`src/source/sd_cmd_pkg.sv`:
```
package sd_cmd_pkg;

	// frame and field widths
	localparam int CMD_FRAME_W = 48;
	localparam int CMD_INDEX_W = 6;
	localparam int CMD_ARG_W = 32;
	localparam int CRC7_W = 7;

	// one-hot sequencer states
	typedef enum logic [5:0] {
		ST_INACTIVE = 6'b000001,
		ST_SETUP = 6'b000010,
		ST_SENDING = 6'b000100,
		ST_WAITING_RESPONSE = 6'b001000,
		ST_RECEIVING_RESPONSE = 6'b010000,
		ST_RETURN_RESPONSE = 6'b100000
	} sd_phy_state_t;

	// register map
	typedef enum logic [2:0] {
		REG_ARG = 3'd0,
		REG_CMD = 3'd1,
		REG_STATUS = 3'd2,
		REG_RESP_ARG = 3'd3,
		REG_RESP_INDEX = 3'd4
	} sd_reg_addr_t;

endpackage
```
`src/source/sd_cmd_ctrl_if.sv`:
```
interface sd_cmd_ctrl_if import sd_cmd_pkg::*; ();

	// command direction
	logic cmd_req;
	logic cmd_ack;
	logic [CMD_INDEX_W-1:0] cmd_index;
	logic [CMD_ARG_W-1:0] cmd_arg;

	// response direction
	logic resp_req;
	logic resp_ack;
	logic [CMD_INDEX_W-1:0] resp_index;
	logic [CMD_ARG_W-1:0] resp_arg;
	logic timeout;
	logic crc_error;
	logic idle;

	modport host (
		output cmd_req, cmd_index, cmd_arg, resp_ack,
		input cmd_ack, resp_req, resp_index, resp_arg, timeout, crc_error, idle
	);

	modport phy (
		input cmd_req, cmd_index, cmd_arg, resp_ack,
		output cmd_ack, resp_req, resp_index, resp_arg, timeout, crc_error, idle
	);

endinterface

```
`src/source/sd_cmd_top.sv`:
```
module sd_cmd_top import sd_cmd_pkg::*; #(
	parameter int RESP_TIMEOUT = 64
) (
	input logic CLK,
	input logic reset,
	input logic reg_wr,
	input sd_reg_addr_t reg_addr,
	input logic [CMD_ARG_W-1:0] reg_wdata,
	output logic [CMD_ARG_W-1:0] reg_rdata,
	output logic irq,
	input logic cmd_in,
	output logic cmd_out,
	output logic cmd_oe
);

	// command and response exchange
	sd_cmd_ctrl_if ctrl ();

	sd_cmd_regs u_regs (
		.CLK(CLK),
		.reset(reset),
		.reg_wr(reg_wr),
		.reg_addr(reg_addr),
		.reg_wdata(reg_wdata),
		.reg_rdata(reg_rdata),
		.irq(irq),
		.ctrl(ctrl.host)
	);

	sd_cmd_phy #(
		.RESP_TIMEOUT(RESP_TIMEOUT)
	) u_phy (
		.CLK(CLK),
		.reset(reset),
		.ctrl(ctrl.phy),
		.cmd_in(cmd_in),
		.cmd_out(cmd_out),
		.cmd_oe(cmd_oe)
	);

endmodule

```
`src/source/sd_cmd_regs.sv`:
```
module sd_cmd_regs import sd_cmd_pkg::*; (
	input logic CLK,
	input logic reset,
	input logic reg_wr,
	input sd_reg_addr_t reg_addr,
	input logic [CMD_ARG_W-1:0] reg_wdata,
	output logic [CMD_ARG_W-1:0] reg_rdata,
	output logic irq,
	sd_cmd_ctrl_if.host ctrl
);

	logic [CMD_ARG_W-1:0] arg_q;
	logic [CMD_INDEX_W-1:0] cmd_index_q;
	logic [CMD_ARG_W-1:0] resp_arg_q;
	logic [CMD_INDEX_W-1:0] resp_index_q;
	logic busy;
	logic done;
	logic timeout;
	logic crc_error;
	logic cmd_req;
	logic resp_ack;
	logic cmd_write;
	logic resp_take;

	assign cmd_write = reg_wr && (reg_addr == REG_CMD) && !busy && ctrl.idle;
	// ack goes out the cycle after resp_req is seen
	assign resp_take = ctrl.resp_req && !resp_ack;

	always_ff @(posedge CLK) begin
		if (reset) begin
			busy <= 1'b0;
			done <= 1'b0;
			timeout <= 1'b0;
			crc_error <= 1'b0;
			cmd_req <= 1'b0;
			resp_ack <= 1'b0;
		end else begin
			resp_ack <= resp_take;
			if (cmd_write) begin
				cmd_req <= 1'b1;
				busy <= 1'b1;
			end else if (ctrl.cmd_ack) begin
				cmd_req <= 1'b0;
			end
			if (reg_wr && reg_addr == REG_STATUS) begin
				done <= 1'b0;
				timeout <= 1'b0;
				crc_error <= 1'b0;
			end
			if (resp_take) begin
				busy <= 1'b0;
				done <= 1'b1;
				timeout <= ctrl.timeout;
				crc_error <= ctrl.crc_error;
			end
		end
	end

	// argument stays stable while the request is pending
	always_ff @(posedge CLK) begin
		if (reg_wr && reg_addr == REG_ARG && !cmd_req) begin
			arg_q <= reg_wdata;
		end
		if (cmd_write) begin
			cmd_index_q <= reg_wdata[CMD_INDEX_W-1:0];
		end
		if (resp_take) begin
			resp_index_q <= ctrl.resp_index;
			resp_arg_q <= ctrl.resp_arg;
		end
	end

	always_comb begin
		case (reg_addr)
			REG_ARG: reg_rdata = arg_q;
			REG_CMD: reg_rdata = {{(CMD_ARG_W-CMD_INDEX_W){1'b0}}, cmd_index_q};
			REG_STATUS: reg_rdata = {{(CMD_ARG_W-4){1'b0}}, crc_error, timeout, done, busy};
			REG_RESP_ARG: reg_rdata = resp_arg_q;
			REG_RESP_INDEX: reg_rdata = {{(CMD_ARG_W-CMD_INDEX_W){1'b0}}, resp_index_q};
			default: reg_rdata = '0;
		endcase
	end

	assign ctrl.cmd_req = cmd_req;
	assign ctrl.cmd_index = cmd_index_q;
	assign ctrl.cmd_arg = arg_q;
	assign ctrl.resp_ack = resp_ack;
	assign irq = done;

endmodule

```
`src/source/sd_cmd_phy.sv`:
```
module sd_cmd_phy import sd_cmd_pkg::*; #(
	parameter int RESP_TIMEOUT = 64
) (
	input logic CLK,
	input logic reset,
	sd_cmd_ctrl_if.phy ctrl,
	input logic cmd_in,
	output logic cmd_out,
	output logic cmd_oe
);

	localparam int BODY_W = CMD_FRAME_W - CRC7_W - 1;
	localparam int WAIT_W = $clog2(RESP_TIMEOUT + 1);

	sd_phy_state_t state;

	logic [BODY_W-1:0] body_q;
	logic send_start;
	logic ser_done;
	logic listen;
	logic [CMD_FRAME_W-1:0] des_frame;
	logic des_crc_error;
	logic des_done;
	logic [WAIT_W-1:0] wait_cnt;
	logic [CMD_INDEX_W-1:0] resp_index_q;
	logic [CMD_ARG_W-1:0] resp_arg_q;
	logic timeout_q;
	logic crc_error_q;

	assign listen = (state == ST_WAITING_RESPONSE) || (state == ST_RECEIVING_RESPONSE);

	sd_cmd_serializer u_ser (
		.CLK(CLK),
		.reset(reset),
		.start(send_start),
		.body(body_q),
		.cmd_out(cmd_out),
		.cmd_oe(cmd_oe),
		.done(ser_done)
	);

	sd_cmd_deserializer u_des (
		.CLK(CLK),
		.reset(reset),
		.listen(listen),
		.cmd_in(cmd_in),
		.frame(des_frame),
		.crc_error(des_crc_error),
		.done(des_done)
	);

	always_ff @(posedge CLK) begin
		if (reset) begin
			state <= ST_INACTIVE;
			send_start <= 1'b0;
			wait_cnt <= '0;
			timeout_q <= 1'b0;
			crc_error_q <= 1'b0;
		end else begin
			send_start <= 1'b0;
			unique case (state)
				ST_INACTIVE: begin
					if (ctrl.cmd_req) begin
						state <= ST_SETUP;
					end
				end
				ST_SETUP: begin
					// start bit 0, transmission bit 1
					if (ctrl.cmd_req) begin
						body_q <= {2'b01, ctrl.cmd_index, ctrl.cmd_arg};
						send_start <= 1'b1;
						state <= ST_SENDING;
					end
				end
				ST_SENDING: begin
					wait_cnt <= '0;
					if (ser_done) begin
						state <= ST_WAITING_RESPONSE;
					end
				end
				ST_WAITING_RESPONSE: begin
					if (!cmd_in) begin
						state <= ST_RECEIVING_RESPONSE;
					end else if (wait_cnt == WAIT_W'(RESP_TIMEOUT - 1)) begin
						resp_index_q <= '0;
						resp_arg_q <= '0;
						timeout_q <= 1'b1;
						crc_error_q <= 1'b0;
						state <= ST_RETURN_RESPONSE;
					end else begin
						wait_cnt <= wait_cnt + 1'b1;
					end
				end
				ST_RECEIVING_RESPONSE: begin
					if (des_done) begin
						resp_index_q <= des_frame[CMD_FRAME_W-3 -: CMD_INDEX_W];
						resp_arg_q <= des_frame[BODY_W-1 -: CMD_ARG_W];
						timeout_q <= 1'b0;
						crc_error_q <= des_crc_error;
						state <= ST_RETURN_RESPONSE;
					end
				end
				ST_RETURN_RESPONSE: begin
					if (ctrl.resp_ack) begin
						state <= ST_INACTIVE;
					end
				end
				default: state <= ST_INACTIVE;
			endcase
		end
	end

	assign ctrl.cmd_ack = (state == ST_SETUP) && ctrl.cmd_req;
	assign ctrl.resp_req = (state == ST_RETURN_RESPONSE);
	assign ctrl.resp_index = resp_index_q;
	assign ctrl.resp_arg = resp_arg_q;
	assign ctrl.timeout = timeout_q;
	assign ctrl.crc_error = crc_error_q;
	assign ctrl.idle = (state == ST_INACTIVE);

endmodule

```
`src/source/sd_cmd_deserializer.sv`:
```
module sd_cmd_deserializer import sd_cmd_pkg::*; (
	input logic CLK,
	input logic reset,
	input logic listen,
	input logic cmd_in,
	output logic [CMD_FRAME_W-1:0] frame,
	output logic crc_error,
	output logic done
);

	// crc covers start bit through the last payload bit
	localparam int CHECK_W = CMD_FRAME_W - CRC7_W - 1;

	logic active;
	logic [$clog2(CMD_FRAME_W)-1:0] count;
	logic [CRC7_W-1:0] crc;
	logic begin_frame;
	logic last_bit;
	logic crc_en;
	logic crc_clear;

	assign begin_frame = listen && !active && !cmd_in;
	assign last_bit = active && count == CMD_FRAME_W - 1;
	assign crc_en = begin_frame || (active && count < CHECK_W);
	assign crc_clear = last_bit || !listen;

	sd_crc7 u_crc (
		.CLK(CLK),
		.reset(reset),
		.clear(crc_clear),
		.enable(crc_en),
		.data_bit(cmd_in),
		.crc(crc)
	);

	always_ff @(posedge CLK) begin
		if (reset) begin
			active <= 1'b0;
			count <= '0;
			crc_error <= 1'b0;
			done <= 1'b0;
		end else begin
			done <= 1'b0;
			if (!listen) begin
				active <= 1'b0;
			end else if (begin_frame) begin
				active <= 1'b1;
				count <= 1;
			end else if (active) begin
				count <= count + 1'b1;
				if (last_bit) begin
					active <= 1'b0;
					done <= 1'b1;
					// received crc sits in the low bits, end bit is on the line now
					crc_error <= (frame[CRC7_W-1:0] != crc) || frame[CMD_FRAME_W-3] || !cmd_in;
				end
			end
		end
	end

	always_ff @(posedge CLK) begin
		if (begin_frame) begin
			frame <= {{(CMD_FRAME_W-1){1'b0}}, cmd_in};
		end else if (active) begin
			frame <= {frame[CMD_FRAME_W-2:0], cmd_in};
		end
	end

endmodule

```
`src/source/sd_cmd_serializer.sv`:
```
module sd_cmd_serializer import sd_cmd_pkg::*; (
	input logic CLK,
	input logic reset,
	input logic start,
	input logic [CMD_FRAME_W-CRC7_W-2:0] body,
	output logic cmd_out,
	output logic cmd_oe,
	output logic done
);

	localparam int BODY_W = CMD_FRAME_W - CRC7_W - 1;

	logic active;
	logic [$clog2(CMD_FRAME_W+1)-1:0] count;
	logic [BODY_W-1:0] shift;
	logic [CRC7_W-1:0] crc;
	logic load;
	logic crc_bit;
	logic crc_en;
	logic crc_clear;

	assign load = start && !active;
	assign crc_bit = active ? shift[BODY_W-1] : body[BODY_W-1];
	assign crc_en = load || (active && count < BODY_W);
	assign crc_clear = active && count == CMD_FRAME_W;

	sd_crc7 u_crc (
		.CLK(CLK),
		.reset(reset),
		.clear(crc_clear),
		.enable(crc_en),
		.data_bit(crc_bit),
		.crc(crc)
	);

	// count holds the number of bits already on the line
	always_ff @(posedge CLK) begin
		if (reset) begin
			active <= 1'b0;
			count <= '0;
			cmd_out <= 1'b1;
			cmd_oe <= 1'b0;
			done <= 1'b0;
		end else begin
			done <= 1'b0;
			if (load) begin
				active <= 1'b1;
				count <= 1;
				cmd_oe <= 1'b1;
				cmd_out <= body[BODY_W-1];
			end else if (active) begin
				if (count == CMD_FRAME_W) begin
					active <= 1'b0;
					count <= '0;
					cmd_oe <= 1'b0;
					cmd_out <= 1'b1;
					done <= 1'b1;
				end else begin
					count <= count + 1'b1;
					cmd_out <= (count == BODY_W) ? crc[CRC7_W-1] : shift[BODY_W-1];
				end
			end
		end
	end

	// body bits, then remaining crc bits followed by the end bit
	always_ff @(posedge CLK) begin
		if (load) begin
			shift <= {body[BODY_W-2:0], 1'b0};
		end else if (active) begin
			if (count == BODY_W) begin
				shift <= {crc[CRC7_W-2:0], 1'b1, {(BODY_W-CRC7_W){1'b0}}};
			end else begin
				shift <= shift << 1;
			end
		end
	end

endmodule

```
`src/source/sd_crc7.sv`:
```
module sd_crc7 import sd_cmd_pkg::*; (
	input logic CLK,
	input logic reset,
	input logic clear,
	input logic enable,
	input logic data_bit,
	output logic [CRC7_W-1:0] crc
);

	// x^7 + x^3 + 1
	localparam logic [CRC7_W-1:0] CRC7_POLY = 7'h09;

	logic feedback;

	assign feedback = data_bit ^ crc[CRC7_W-1];

	always_ff @(posedge CLK) begin
		if (reset || clear) begin
			crc <= '0;
		end else if (enable) begin
			crc <= {crc[CRC7_W-2:0], 1'b0} ^ ({CRC7_W{feedback}} & CRC7_POLY);
		end
	end

endmodule

```
`config.mk`:
```
export PLATFORM = sky130hd
export DESIGN_NAME = sd_cmd_top
export DESIGN_NICKNAME = d
export VERILOG_FILES = /design/src/source/sd_cmd_pkg.sv /design/src/source/sd_cmd_ctrl_if.sv /design/src/source/sd_cmd_top.sv /design/src/source/sd_cmd_regs.sv /design/src/source/sd_cmd_phy.sv /design/src/source/sd_cmd_deserializer.sv /design/src/source/sd_cmd_serializer.sv /design/src/source/sd_crc7.sv
export SDC_FILE = /design/constraint.sdc
export NUM_CORES = 1
export LEC_CHECK = 0
export BUFFER_PORTS_ARGS = -buffer_cell sky130_fd_sc_hd__buf_2
export CAP_MARGIN = 5
export CORE_ASPECT_RATIO = 1.2
export CORE_MARGIN = 3
export CORE_UTILIZATION = 52
export CTS_BUF_LIST = sky130_fd_sc_hd__clkbuf_4 sky130_fd_sc_hd__clkbuf_8
export DETAILED_ROUTE_END_ITERATION = 8
export PLACE_DENSITY = 0.79
export RECOVER_POWER = 100
export REMOVE_ABC_BUFFERS = 1
export SETUP_SLACK_MARGIN = 0.5
export SLEW_MARGIN = 10
export SYNTH_ARGS = -nofsm -noshare
export SYNTH_HDL_FRONTEND = slang
export SYNTH_HIERARCHICAL = 1
export SYNTH_SLANG_ARGS = --single-unit
```
`constraint.sdc`:
```
create_clock -name CLK -period 8.3 [get_ports CLK]
set_input_delay 0.83 -clock CLK [delete_from_list [all_inputs] [get_ports CLK]]
set_output_delay 0.83 -clock CLK [all_outputs]
set_load 0.01 [all_outputs]
```
### Word-level counts from Yosys, hierarchy flattened

Cells that the tools add are included.

| storage, ports and cells | value |
|---|---|
| bits in registers | 293 |
| bits in latches | 0 |
| RAM bits | 0 |
| bits in read-only memories | 0 |
| input bits | 39 |
| output and inout bits | 35 |
| word-level logic and storage cells | 187 |
| memories kept | 0 |

| cells by class | value |
|---|---|
| add/subtract/negate cells | 3 |
| $mul | 0 |
| div/mod/pow operators | 0 |
| order comparisons | 2 |
| eq/ne operators | 24 |
| shift-type cells | 0 |
| multiplexer cells | 61 |
| bitwise logic cells | 10 |
| reductions and logical operators | 52 |

Operators by type and width:

| cell | count |
|---|---|
| $pmux 32 s5 | 1 |
| $mux 32 | 3 |
| $mux 40 | 2 |
| $mux 6 | 13 |
| $pmux 32 s2 | 1 |
| $mux 39 | 1 |
| $pmux 6 s6 | 1 |
| $mux 1 | 33 |
| $eq 6x6->1 const B | 4 |
| $ne 2x2->1 const B | 8 |
| $logic_and 1x1->1 | 15 |
| $mux 7 | 2 |
| $pmux 7 s2 | 1 |
| $reduce_bool 2->1 | 7 |
| $xor 7x4->7 | 2 |
| $add 6x1->6 const B | 2 |
| $lt 6x6->1 const B | 2 |
| $pmux 6 s2 | 1 |
| $logic_or 1x1->1 | 8 |
| $reduce_and 4->1 | 2 |
| $reduce_or 2->1 | 4 |
| $add 7x1->7 const B | 1 |
| $eq 7x6->1 const B | 1 |
| $logic_not 1->1 | 7 |
| 20 further kinds | 30 |

### Depth between registers and ports, before layout

Gate-level depths: netlist of run 1.

| depth | value |
|---|---|
| depth after elaboration | 6 |
| mapped depth | 10 |
| depth with buffers taken out | 7 |

### Hierarchy

Netlist of run 1, hierarchy kept.

Modules (own cells, without submodules):

| module | instances | cells an instance | area each (um^2) | sequential area each (um^2) |
|---|---|---|---|---|
| sd_cmd_phy | 1 | 243 | 3478.3 | 2602.5 |
| sd_cmd_regs | 1 | 167 | 3051.7 | 2402.3 |
| sd_cmd_serializer | 1 | 241 | 2288.4 | 1371.3 |
| sd_cmd_deserializer | 1 | 169 | 1968.1 | 1151.1 |
| sd_crc7 | 2 | 28 | 276.5 | 140.1 |

### Worst setup path after synthesis of run 1

Ideal clock, no wire load.

| timing | value |
|---|---|
| path kind | register -> register |
| start point | register u_phy.state[5] |
| end point | register u_phy.resp_arg_q[0], in the netlist u_phy/ctrl.resp_arg[0] (enable) |
| library setup time | 433 ps |
| arrival | 3097 ps |
| data required time | 7867 ps |
| setup slack | 4770 ps |
| cell stages (with the launch flop) | 6 |
| buffers on the path | 1 |
| clock period less this slack | 3530 ps |
| path through | dfxtp_1 or4_4 buf_6 nor4_1 nor2_1 nor2_1 |

| on the way | value |
|---|---|
| word-level cells in the longest chain between the ends | 3 |
| elaborated cells between the ends (all ways) | 7 |
| classes of those cells | 5 x eq/ne; 2 x reduce/logical |

Ends and longest elaborated chain:

| what | RTL line | source |
|---|---|---|
| start, declared | sd_cmd_phy.sv:15 | `sd_phy_state_t state;` |
| start signal, assigned | sd_cmd_phy.sv:54 | `state <= ST_INACTIVE;` |
| start signal, assigned | sd_cmd_phy.sv:64 | `state <= ST_SETUP;` |
| start signal, assigned | sd_cmd_phy.sv:72 | `state <= ST_SENDING;` |
| $eq 6x4->1 or $eq 6x5->1 (tied branches) | sd_cmd_phy.sv:61 | `unique case (state)` |
| $ne 2x2->1 (no line) or $reduce_bool 2->1 (tied branches) | n/a |  |
| $reduce_and 5->1 (no line) (*) | n/a |  |
| end signal, assigned | sd_cmd_phy.sv:97 | `resp_arg_q <= des_frame[BODY_W-1 -: CMD_ARG_W];` |
| end, declared | sd_cmd_phy.sv:26 | `logic [CMD_ARG_W-1:0] resp_arg_q;` |

Mark *: on every way between the ends. The rest lies on a longest branch, timed or not.
A chain may end at the register's enable or synchronous reset.

### Worst setup path in the final report of run 1

| timing | value |
|---|---|
| start point | input reg_addr[0] |
| end point | register u_regs.arg_q[17], in the netlist u_regs/ctrl.cmd_arg[17] (enable) |

| on the way | value |
|---|---|
| word-level cells in the longest chain between the ends | 3 |

Ends and longest elaborated chain:

| what | RTL line | source |
|---|---|---|
| start, declared | sd_cmd_top.sv:7 | `input sd_reg_addr_t reg_addr,` |
| $logic_not 3->1 | sd_cmd_regs.sv:61 | `if (reg_wr && reg_addr == REG_ARG && !cmd_req) begin` |
| $logic_and 1x1->1 (2 in a row) | sd_cmd_regs.sv:61 |  |
| end signal, assigned | sd_cmd_regs.sv:62 | `arg_q <= reg_wdata;` |
| end, declared | sd_cmd_regs.sv:12 | `logic [CMD_ARG_W-1:0] arg_q;` |

Every way passes these cells.

==> flow_summary.toml, run 1 <==
[global_route]
first_global_vias = 6953
track_usage_pct = 18.7
grt_pass1_wl_mm = 35.6
gr-total-overflow = 0
antenna_found_initial = 0
grt_max_degree = 54

[critical_path]
crit_top_cell = "clkbuf_1"
crit_type = "input pin to register"
cp_slowest_stage_delay_ps = 2690
worst_setup_path_end_kind = "register"
critPathLaunchType = "input pin"
cp_top_family = "simple AND/OR/NAND/NOR gates"
r2r_cells = 6
crit_start = "reg_addr[0]"
path_cells = "clkbuf_1, nor3_1, and3b_1, clkbuf_1"
worst-path-max-fanout = 32
crit_end = "u_regs/ctrl.cmd_arg[17]$_DFFE_PP_"
arrival_ps = 5620
r2r_setup_slack_ps = 3340
timing.rr.end = "u_phy/u_des/u_crc/crc[3]$_SDFFE_PP0P_"
crit_cells = 4
r2r_start = "u_phy/state[1]$_SDFFE_PP0P_"
critPathBufInv = 2
required_ps = 8410
crit_path_top_delay_cell = "nor3_1"

[drt]
wl_mm = 22.1
drc = 0
wl_per_cell_microns = 17.7
vias = 7127
drt_iter0_markers = 588
dr.pass1.iters = 7
antenna_left = 0
vias_per_cell = 5.70

[clocking]
cts_tree = "built"
htree_levels = 2
cts_sinks = 292
clk_latency_ps = 530
clock_path_buffers = 3
path_clk_slew_ps = 60
postCtsSetupBuffers = 0
cts_root_buf = "clkbuf_8"
ctsHoldBuffers = 0
ctsResizeCount = 0
numCtsBuffers = 44

[placed_design]
dpl_cell_area_sq_mm = 0.0118
hpwl_mm = 14.6
io_buffer_count = 73
gp_congestion = 0.907

[timing]
finClkSkew_ps = 16.5
final.setup.tns_ps = 0
final.min_clock_period_ps = 5510
min_period_over_period_pct = 66.3
timing.slew.headroom_pct = -135
max_freq_ghz = 0.182
tightest_slew_ps = 3500
hold_violations = 0
rsz0062_at_grt = "no"
setup_viol_count_final = 0
finalMaxSlewViolations = 379

[final_layout]
final_cell_mix = "edfxtp_1, dfxtp_1, nand2_1, a22o_1, nor2_1"
nets = 987
antenna_cells = 0
final_common_cell = "edfxtp_1"
syn_to_final_growth_pct = 11.1
final_area_sq_mm = 0.0125
drive_gt1_share_pct = 12.1

[floorplan]
rows = 58
ios = 74
start_util_pct = 53.4
die_h_microns = 167
core_sq_mm = 0.0211
fp.dieArea_sq_mm = 0.0235
die_x_microns = 140

[outcome]
status = "finished with violations"
violations = "capacitance limit, slew limit"

[power_and_ir_drop]
power_uw = 2740
max-vdd-ir-drop_mv = 0.172
leakage_uw = 0.00448
p_per_area_mw_per_mm2 = 219

[run]
max-cap-violations = 10

[logic_synthesis]
synth.cell_area_sq_mm = 0.0113
synth_cells = 872
avgSynthCellArea_sq_um = 12.9
ys_warn_count = 6

[worst_hold_path]
hold_class = "register to register"
worst min path at each step:
stage | from | endpoint | cells after the start
after global routing | u_phy/ctrl.resp_arg[5]$_SDFFCE_PP0P_ | u_regs/resp_arg_q[5]$_DFFE_PP_ | 0
after global placement | u_phy/ctrl.resp_arg[16]$_SDFFCE_PP0P_ | u_regs/resp_arg_q[16]$_DFFE_PP_ | 0
after floorplan | u_phy/ctrl.resp_arg[0]$_SDFFCE_PP0P_ | u_regs/resp_arg_q[0]$_DFFE_PP_ | 0
after CTS | u_phy/ctrl.resp_arg[14]$_SDFFCE_PP0P_ | u_regs/resp_arg_q[14]$_DFFE_PP_ | 0
after detailed placement | u_phy/ctrl.resp_index[0]$_SDFFCE_PP0P_ | u_regs/resp_index_q[0]$_DFFE_PP_ | 0
final | u_phy/ctrl.resp_index[4]$_SDFFCE_PP0P_ | u_regs/resp_index_q[4]$_DFFE_PP_ | 0
worst register-to-register path: stages, from the launching register on:
cell and delay, ps:
dfxtp_1 490, or4_1 340, a21oi_1 190, a21oi_1 2560
nor2_1 830, nand3b_1 410, nand3_1 80
routing by layer:
metal  track usage (%)  vias up  wire length, microns
met5                 0        -                     0
met4              9.10        0                  1000
met3              3.66       70                  1030
met2              30.8      208                 11000
met1              23.8     3427                  9120
li1                  -     3422                     -
state kept, by name (all words and copies together), names as in the netlist, 7 cells and up:
| signal | flops |
|---|---|
| u_phy/u_des/frame | 46 |
| u_phy/u_ser/shift | 39 |
| u_phy/body_q | 38 |
| u_phy/ctrl.resp_arg | 32 |
| u_regs/ctrl.cmd_arg | 32 |
| u_regs/resp_arg_q | 32 |
| u_phy/u_des/u_crc/crc | 7 |
| u_phy/u_ser/u_crc/crc | 7 |
| u_phy/wait_cnt | 7 |
per-stage QoR:
step           utilization, %  setup slack [ps]  cells  hold WS, ps
2_1_floorplan               -              4510    815          400
3_3_place_gp             56.0              4870   1168          401
3_5_place_dp             56.0              4710   1168          405
4_1_cts                  60.1              4710   1250          411
5_1_grt                  59.4              2550   1250          419
6_report                 59.4              2790   1250          410
where the power goes:
group	internal (uW)	switching, uW	total (uW)
registers	1540	4.15	1540
logic	23.7	39.1	62.7
clock network	617	518	1140
final cells by class:
cell class / instances / area, sq um
fillers: 1660 / 8580
multi-input cells: 506 / 3130
well taps: 270 / 338
inverters: 17 / 63.8
repair buffers: 83 / 364
clock inverters: 22 / 131
flip-flops and latches: 292 / 7770
clock buffers: 60 / 744
No activity file was read; power rests on OpenSTA's default activity.
==> inputs of run 2 (changes only) <==
==> constraint.sdc (replaced) <==
create_clock -name CLK -period 5.5 [get_ports CLK]
set_input_delay 0.55 -clock CLK [delete_from_list [all_inputs] [get_ports CLK]]
set_output_delay 0.55 -clock CLK [all_outputs]
set_load 0.01 [all_outputs]
==> flow_summary.toml, run 2 (synthesis gave the netlist of run 1 again) <==
[global_route]
first_global_vias = 6899
grt_max_degree = 53
grt_pass1_wl_mm = 35.3
gr-total-overflow = 0
antenna_found_initial = 0
track_usage_pct = 18.4

[placed_design]
post-place-cells = 1169
post-place-ws_ps = 2280
io_buffer_count = 73
hpwl_mm = 13.7
gp_congestion = 0.841
dpl_cell_area_sq_mm = 0.0118

[critical_path]
critPathLaunchType = "register"
crit_path_top_delay_cell = "nor2_1"
critPathBufInv = 1
crit_type = "register to register"
required_ps = 5970
worst-path-max-fanout = 48
cp_top_family = "simple AND/OR/NAND/NOR gates"
arrival_ps = 4470
cp_slowest_stage_delay_ps = 870
path_cells = "or4_1, a21oi_1, a21oi_4, clkbuf_1, nor2_1, or4b_1, nand3_1"
worst_setup_path_end_kind = "register"

[floorplan]
ios = 74
rows = 58
start_util_pct = 53.4
die_h_microns = 167
fp.dieArea_sq_mm = 0.0235
die_x_microns = 140
core_sq_mm = 0.0211

[final_layout]
nets = 990
drive_gt1_share_pct = 13.2
fillers = 1616
final_common_cell = "edfxtp_1"
largestRegisters = "u_phy/u_des/frame x46, u_phy/u_ser/shift x39, u_phy/body_q x38"
stdcell_count = 1253
final_area_sq_mm = 0.0127
multi_input_area_sq_mm = 0.00317
syn_to_final_growth_pct = 12.7
seq_area_sq_mm = 0.00777
regMostFlops = "u_phy/u_des/frame"
antenna_cells = 0
final_cell_mix = "edfxtp_1, dfxtp_1, nand2_1, a22o_1, clkbuf_8"
largest_reg_flops = 46

[clocking]
cts_sinks = 292
clk_latency_ps = 550
numCtsBuffers = 46
path_clk_slew_ps = 60
cts_tree = "built"
cts_root_buf = "clkbuf_8"
ctsResizeCount = 0
postCtsSetupBuffers = 0
htree_levels = 2
ctsHoldBuffers = 0
clock_path_buffers = 3

[power_and_ir_drop]
p_per_area_mw_per_mm2 = 345
power_uw = 4390
leakage_uw = 0.00457
max-vdd-ir-drop_mv = 0.255

[timing]
final.setup.tns_ps = 0
timing.final.ws_setup_ps = 1500
finalMaxSlewViolations = 266
timing.slew.headroom_pct = -110
min_period_over_period_pct = 72.8
final.min_clock_period_ps = 4000
setup_viol_count_final = 0
tightest_slew_ps = 3130
rsz0062_at_grt = "no"
finClkSkew_ps = 27.1
hold_violations = 0
max_freq_ghz = 0.250

[drt]
drt-met1-wl_mm = 9.16
met2WireLength_mm = 10.6
drt_iter0_markers = 590
wl_mm = 21.6
highest_layer = "met4"
vias = 7066
antenna_left = 0
vias_per_cell = 5.64
dr.pass1.iters = 5
wl_per_cell_microns = 17.2
drc = 0
dr_wl_met3_mm = 1.10

[outcome]
status = "finished with violations"
violations = "capacitance limit, slew limit"

[worst_hold_path]
hold_class = "input pin to register"

[run]
max-cap-violations = 7
run 2: final cells by class:
cell class                      instances  area share [%]
Inverter                               17           0.502
Sequential cell                       292            61.1
Multi-Input combinational cell        506            24.9
Clock inverter                         16            1.24
Clock buffer                           68            6.72
Timing Repair Buffer                   84            2.88
Tap cell                              270            2.66
run 2: path summary, 6_finish.rpt:
check | depth (start not counted) | slack (ps) | endpoint | startpoint
worst max-delay path | 7 | 1500 | u_phy/u_des/u_crc/crc[3]$_SDFFE_PP0P_ | u_phy/state[5]$_SDFFE_PP0P_
worst min-delay path | 1 | 180 | u_regs/ctrl.cmd_arg[19]$_DFFE_PP_ | reg_wdata[19]
worst min register to register | 0 | 400 | u_regs/resp_arg_q[16]$_DFFE_PP_ | u_phy/ctrl.resp_arg[16]$_SDFFCE_PP0P_
worst max register to register | 7 | 1500 | u_phy/u_des/u_crc/crc[3]$_SDFFE_PP0P_ | u_phy/state[5]$_SDFFE_PP0P_
run 2: layer usage:
layer / up-vias / track usage [%]
met2: 188 / 29.5
met3: 49 / 3.63
met1: 3403 / 24.5
met4: 0 / 7.96
li1: 3426 / -
met5: - / 0
run 2: power by group:
| part | switching (uW) | total, uW | leakage (uW) | internal (uW) |
|---|---|---|---|---|
| Combinational | 62.7 | 98.6 | 0.00148 | 35.9 |
| Clock | 817 | 1960 | 0.000538 | 1140 |
| Sequential | 5.31 | 2330 | 0.00256 | 2320 |
| Total | 885 | 4390 | 0.00457 | 3500 |
run 2: metrics by stage:
step	hold slack (ps)	util [%]
2_1_floorplan	400	-
3_3_place_gp	401	56.0
3_5_place_dp	405	56.0
4_1_cts	147	60.8
5_1_grt	156	60.2
6_report	177	60.2
==> inputs of run 3 (changes only) <==
--- a/config.mk
+++ b/config.mk
@@ -5,6 +5,7 @@
 export SDC_FILE = /design/constraint.sdc
 export NUM_CORES = 1
 export LEC_CHECK = 0
+export ABC_AREA = 1
 export BUFFER_PORTS_ARGS = -buffer_cell sky130_fd_sc_hd__buf_2
 export CAP_MARGIN = 5
 export CORE_ASPECT_RATIO = 1.2
==> constraint.sdc (replaced) <==
create_clock -name CLK -period 3.7 [get_ports CLK]
set_input_delay 0.37 -clock CLK [delete_from_list [all_inputs] [get_ports CLK]]
set_output_delay 0.37 -clock CLK [all_outputs]
set_load 0.01 [all_outputs]
==> flow_summary.toml, run 3 <==
[outcome]
status = "finished with violations"
violations = "capacitance limit, slew limit"

[power_and_ir_drop]
p_comb_share_pct = 7.0
leakage_uw = 0.00550
p_per_area_mw_per_mm2 = 501
seqPwrFrac_pct = 52.3
max-vdd-ir-drop_mv = 0.214
p_clk_share_pct = 40.6
p_int_uw = 5240
swShare_pct = 23.0
p_sw_uw = 1570

[critical_path]
arrival_ps = 3240
worst_setup_path_end_kind = "register"
crit_end = "u_regs/ctrl.cmd_arg[20]$_DFFE_PP_"
required_ps = 3770
worst-path-max-fanout = 46
path_cells = "buf_2, inv_4, nand3_2, nor2_1"
r2r_setup_slack_ps = 670
critPathLaunchType = "input pin"
crit_type = "input pin to register"
timing.rr.end = "u_regs/ctrl.cmd_arg[20]$_DFFE_PP_"
cp_slowest_stage_delay_ps = 2160
r2r_cells = 1
r2r_start = "u_regs/ctrl.cmd_req$_SDFFE_PP0P_"
crit_path_top_delay_cell = "nor2_1"
crit_start = "reg_addr[2]"

[final_layout]
regMostFlops = "u_phy/u_des/frame"
syn_to_final_growth_pct = 11.3
final_common_cell = "nand2_1"
largest_reg_flops = 46
final_cell_mix = "nand2_1, inv_1, edfxtp_1, nor2_1, dfxtp_1"
antenna_cells = 0
drive_gt1_share_pct = 13.6
nets = 1318
largestRegisters = "u_phy/u_des/frame x46, u_phy/u_ser/shift x39, u_phy/body_q x38"

[clocking]
numCtsBuffers = 45
clk_latency_ps = 540
cts_root_buf = "clkbuf_8"
clock_path_buffers = 3
htree_levels = 2
ctsHoldBuffers = 21
cts_tree = "built"
path_clk_slew_ps = 60
ctsResizeCount = 0
postCtsSetupBuffers = 0
cts_sinks = 292

[placed_design]
io_buffer_count = 73
post-place-ws_ps = 1110
gp_congestion = 0.884
hpwl_mm = 15.6

[global_route]
antenna_found_initial = 0
grt_pass1_wl_mm = 39.4
gr-total-overflow = 0
grt_max_degree = 51
track_usage_pct = 18.7
first_global_vias = 8008

[timing]
timing.final.ws_setup_ps = 530
timing.slew.headroom_pct = -98.7
setup_viol_count_final = 0
min_period_over_period_pct = 85.7
hold_violations = 0
finClkSkew_ps = 26.3
final.setup.tns_ps = 0
max_freq_ghz = 0.315
finalMaxSlewViolations = 189
final.min_clock_period_ps = 3170
rsz0062_at_grt = "no"
tightest_slew_ps = 2970

[drt]
wl_mm = 24.1
vias_per_cell = 5.08
drt_iter0_markers = 682
antenna_left = 0
drc = 0
wl_per_cell_microns = 14.9
dr.pass1.iters = 5
vias = 8235

[run]
max-cap-violations = 5

[worst_hold_path]
hold_class = "input pin to register"
hold_path_depth = 1

[logic_synthesis]
ys_warn_count = 6
avgSynthCellArea_sq_um = 10.4
synth_cells = 1174
synth.cell_area_sq_mm = 0.0122

[floorplan]
rows = 60
fp.dieArea_sq_mm = 0.0254
start_util_pct = 53.7
die_x_microns = 146
ios = 74
die_h_microns = 174
core_sq_mm = 0.0227
## run 3: worst max-delay path: cells and delay by family
family	cells	cell delay, ps
and+or+nand+nor	2	2280
buffers and inverters	2	550
## run 3: layout make-up
type	count	area, sq um
clock buffer	67	828
clock inverter	15	119
fill	1879	9160
inverter	214	807
multi-input combinational	622	3100
sequential	292	7770
tap	310	388
timing repair buffer	100	577
## run 3: worst min path at each step
| stage | start | endpoint | slack (ps) |
|---|---|---|---|
| final | reg_wdata[30] | u_regs/ctrl.cmd_arg[30]$_DFFE_PP_ | 30 |
| after global placement | u_phy/ctrl.resp_index[2]$_SDFFCE_PP0P_ | u_regs/resp_index_q[2]$_DFFE_PP_ | 400 |
| after floorplan | u_phy/ctrl.resp_arg[0]$_SDFFCE_PP0P_ | u_regs/resp_arg_q[0]$_DFFE_PP_ | 400 |
| after CTS | reg_wdata[30] | u_regs/ctrl.cmd_arg[30]$_DFFE_PP_ | 0.4 |
| after detailed placement | u_phy/ctrl.resp_index[3]$_SDFFCE_PP0P_ | u_regs/resp_index_q[3]$_DFFE_PP_ | 400 |
| after global routing | reg_wdata[30] | u_regs/ctrl.cmd_arg[30]$_DFFE_PP_ | 4 |
## run 3: stage by stage
step / std cells / area [sq um] / power [uW] / util [%] / hold WS [ps]
2_1_floorplan: 1128 / 11800 / 3960 / - / 400
3_3_place_gp: 1517 / 12700 / 4090 / 55.7 / 402
3_5_place_dp: 1517 / 12700 / 4110 / 55.7 / 405
4_1_cts: 1620 / 13800 / 6890 / 60.8 / 0.440
5_1_grt: 1620 / 13600 / 7070 / 59.7 / 3.80
6_report: 1620 / 13600 / 6800 / 59.7 / 34.8
## run 3: power groups by stage
stage          Sequential, uW  Combinational, uW  Clock (uW)
4_1_cts                  3560                505        2830
5_1_grt                  3560                532        2980
3_3_place_gp             3620                471           0
2_1_floorplan            3620                347           0
3_5_place_dp             3630                485           0
6_report                 3560                479        2760
## run 3: metal layers
| layer | wire [microns] | share of wire [%] | global-route usage (%) | vias up |
|---|---|---|---|---|
| li1 | - | - | - | 4064 |
| met1 | 10100 | 42 | 22.9 | 3910 |
| met2 | 12200 | 51 | 32.8 | 212 |
| met3 | 1120 | 4.7 | 3.63 | 49 |
| met4 | 709 | 2.9 | 7.17 | 0 |
| met5 | 0 | 0 | 0 | - |
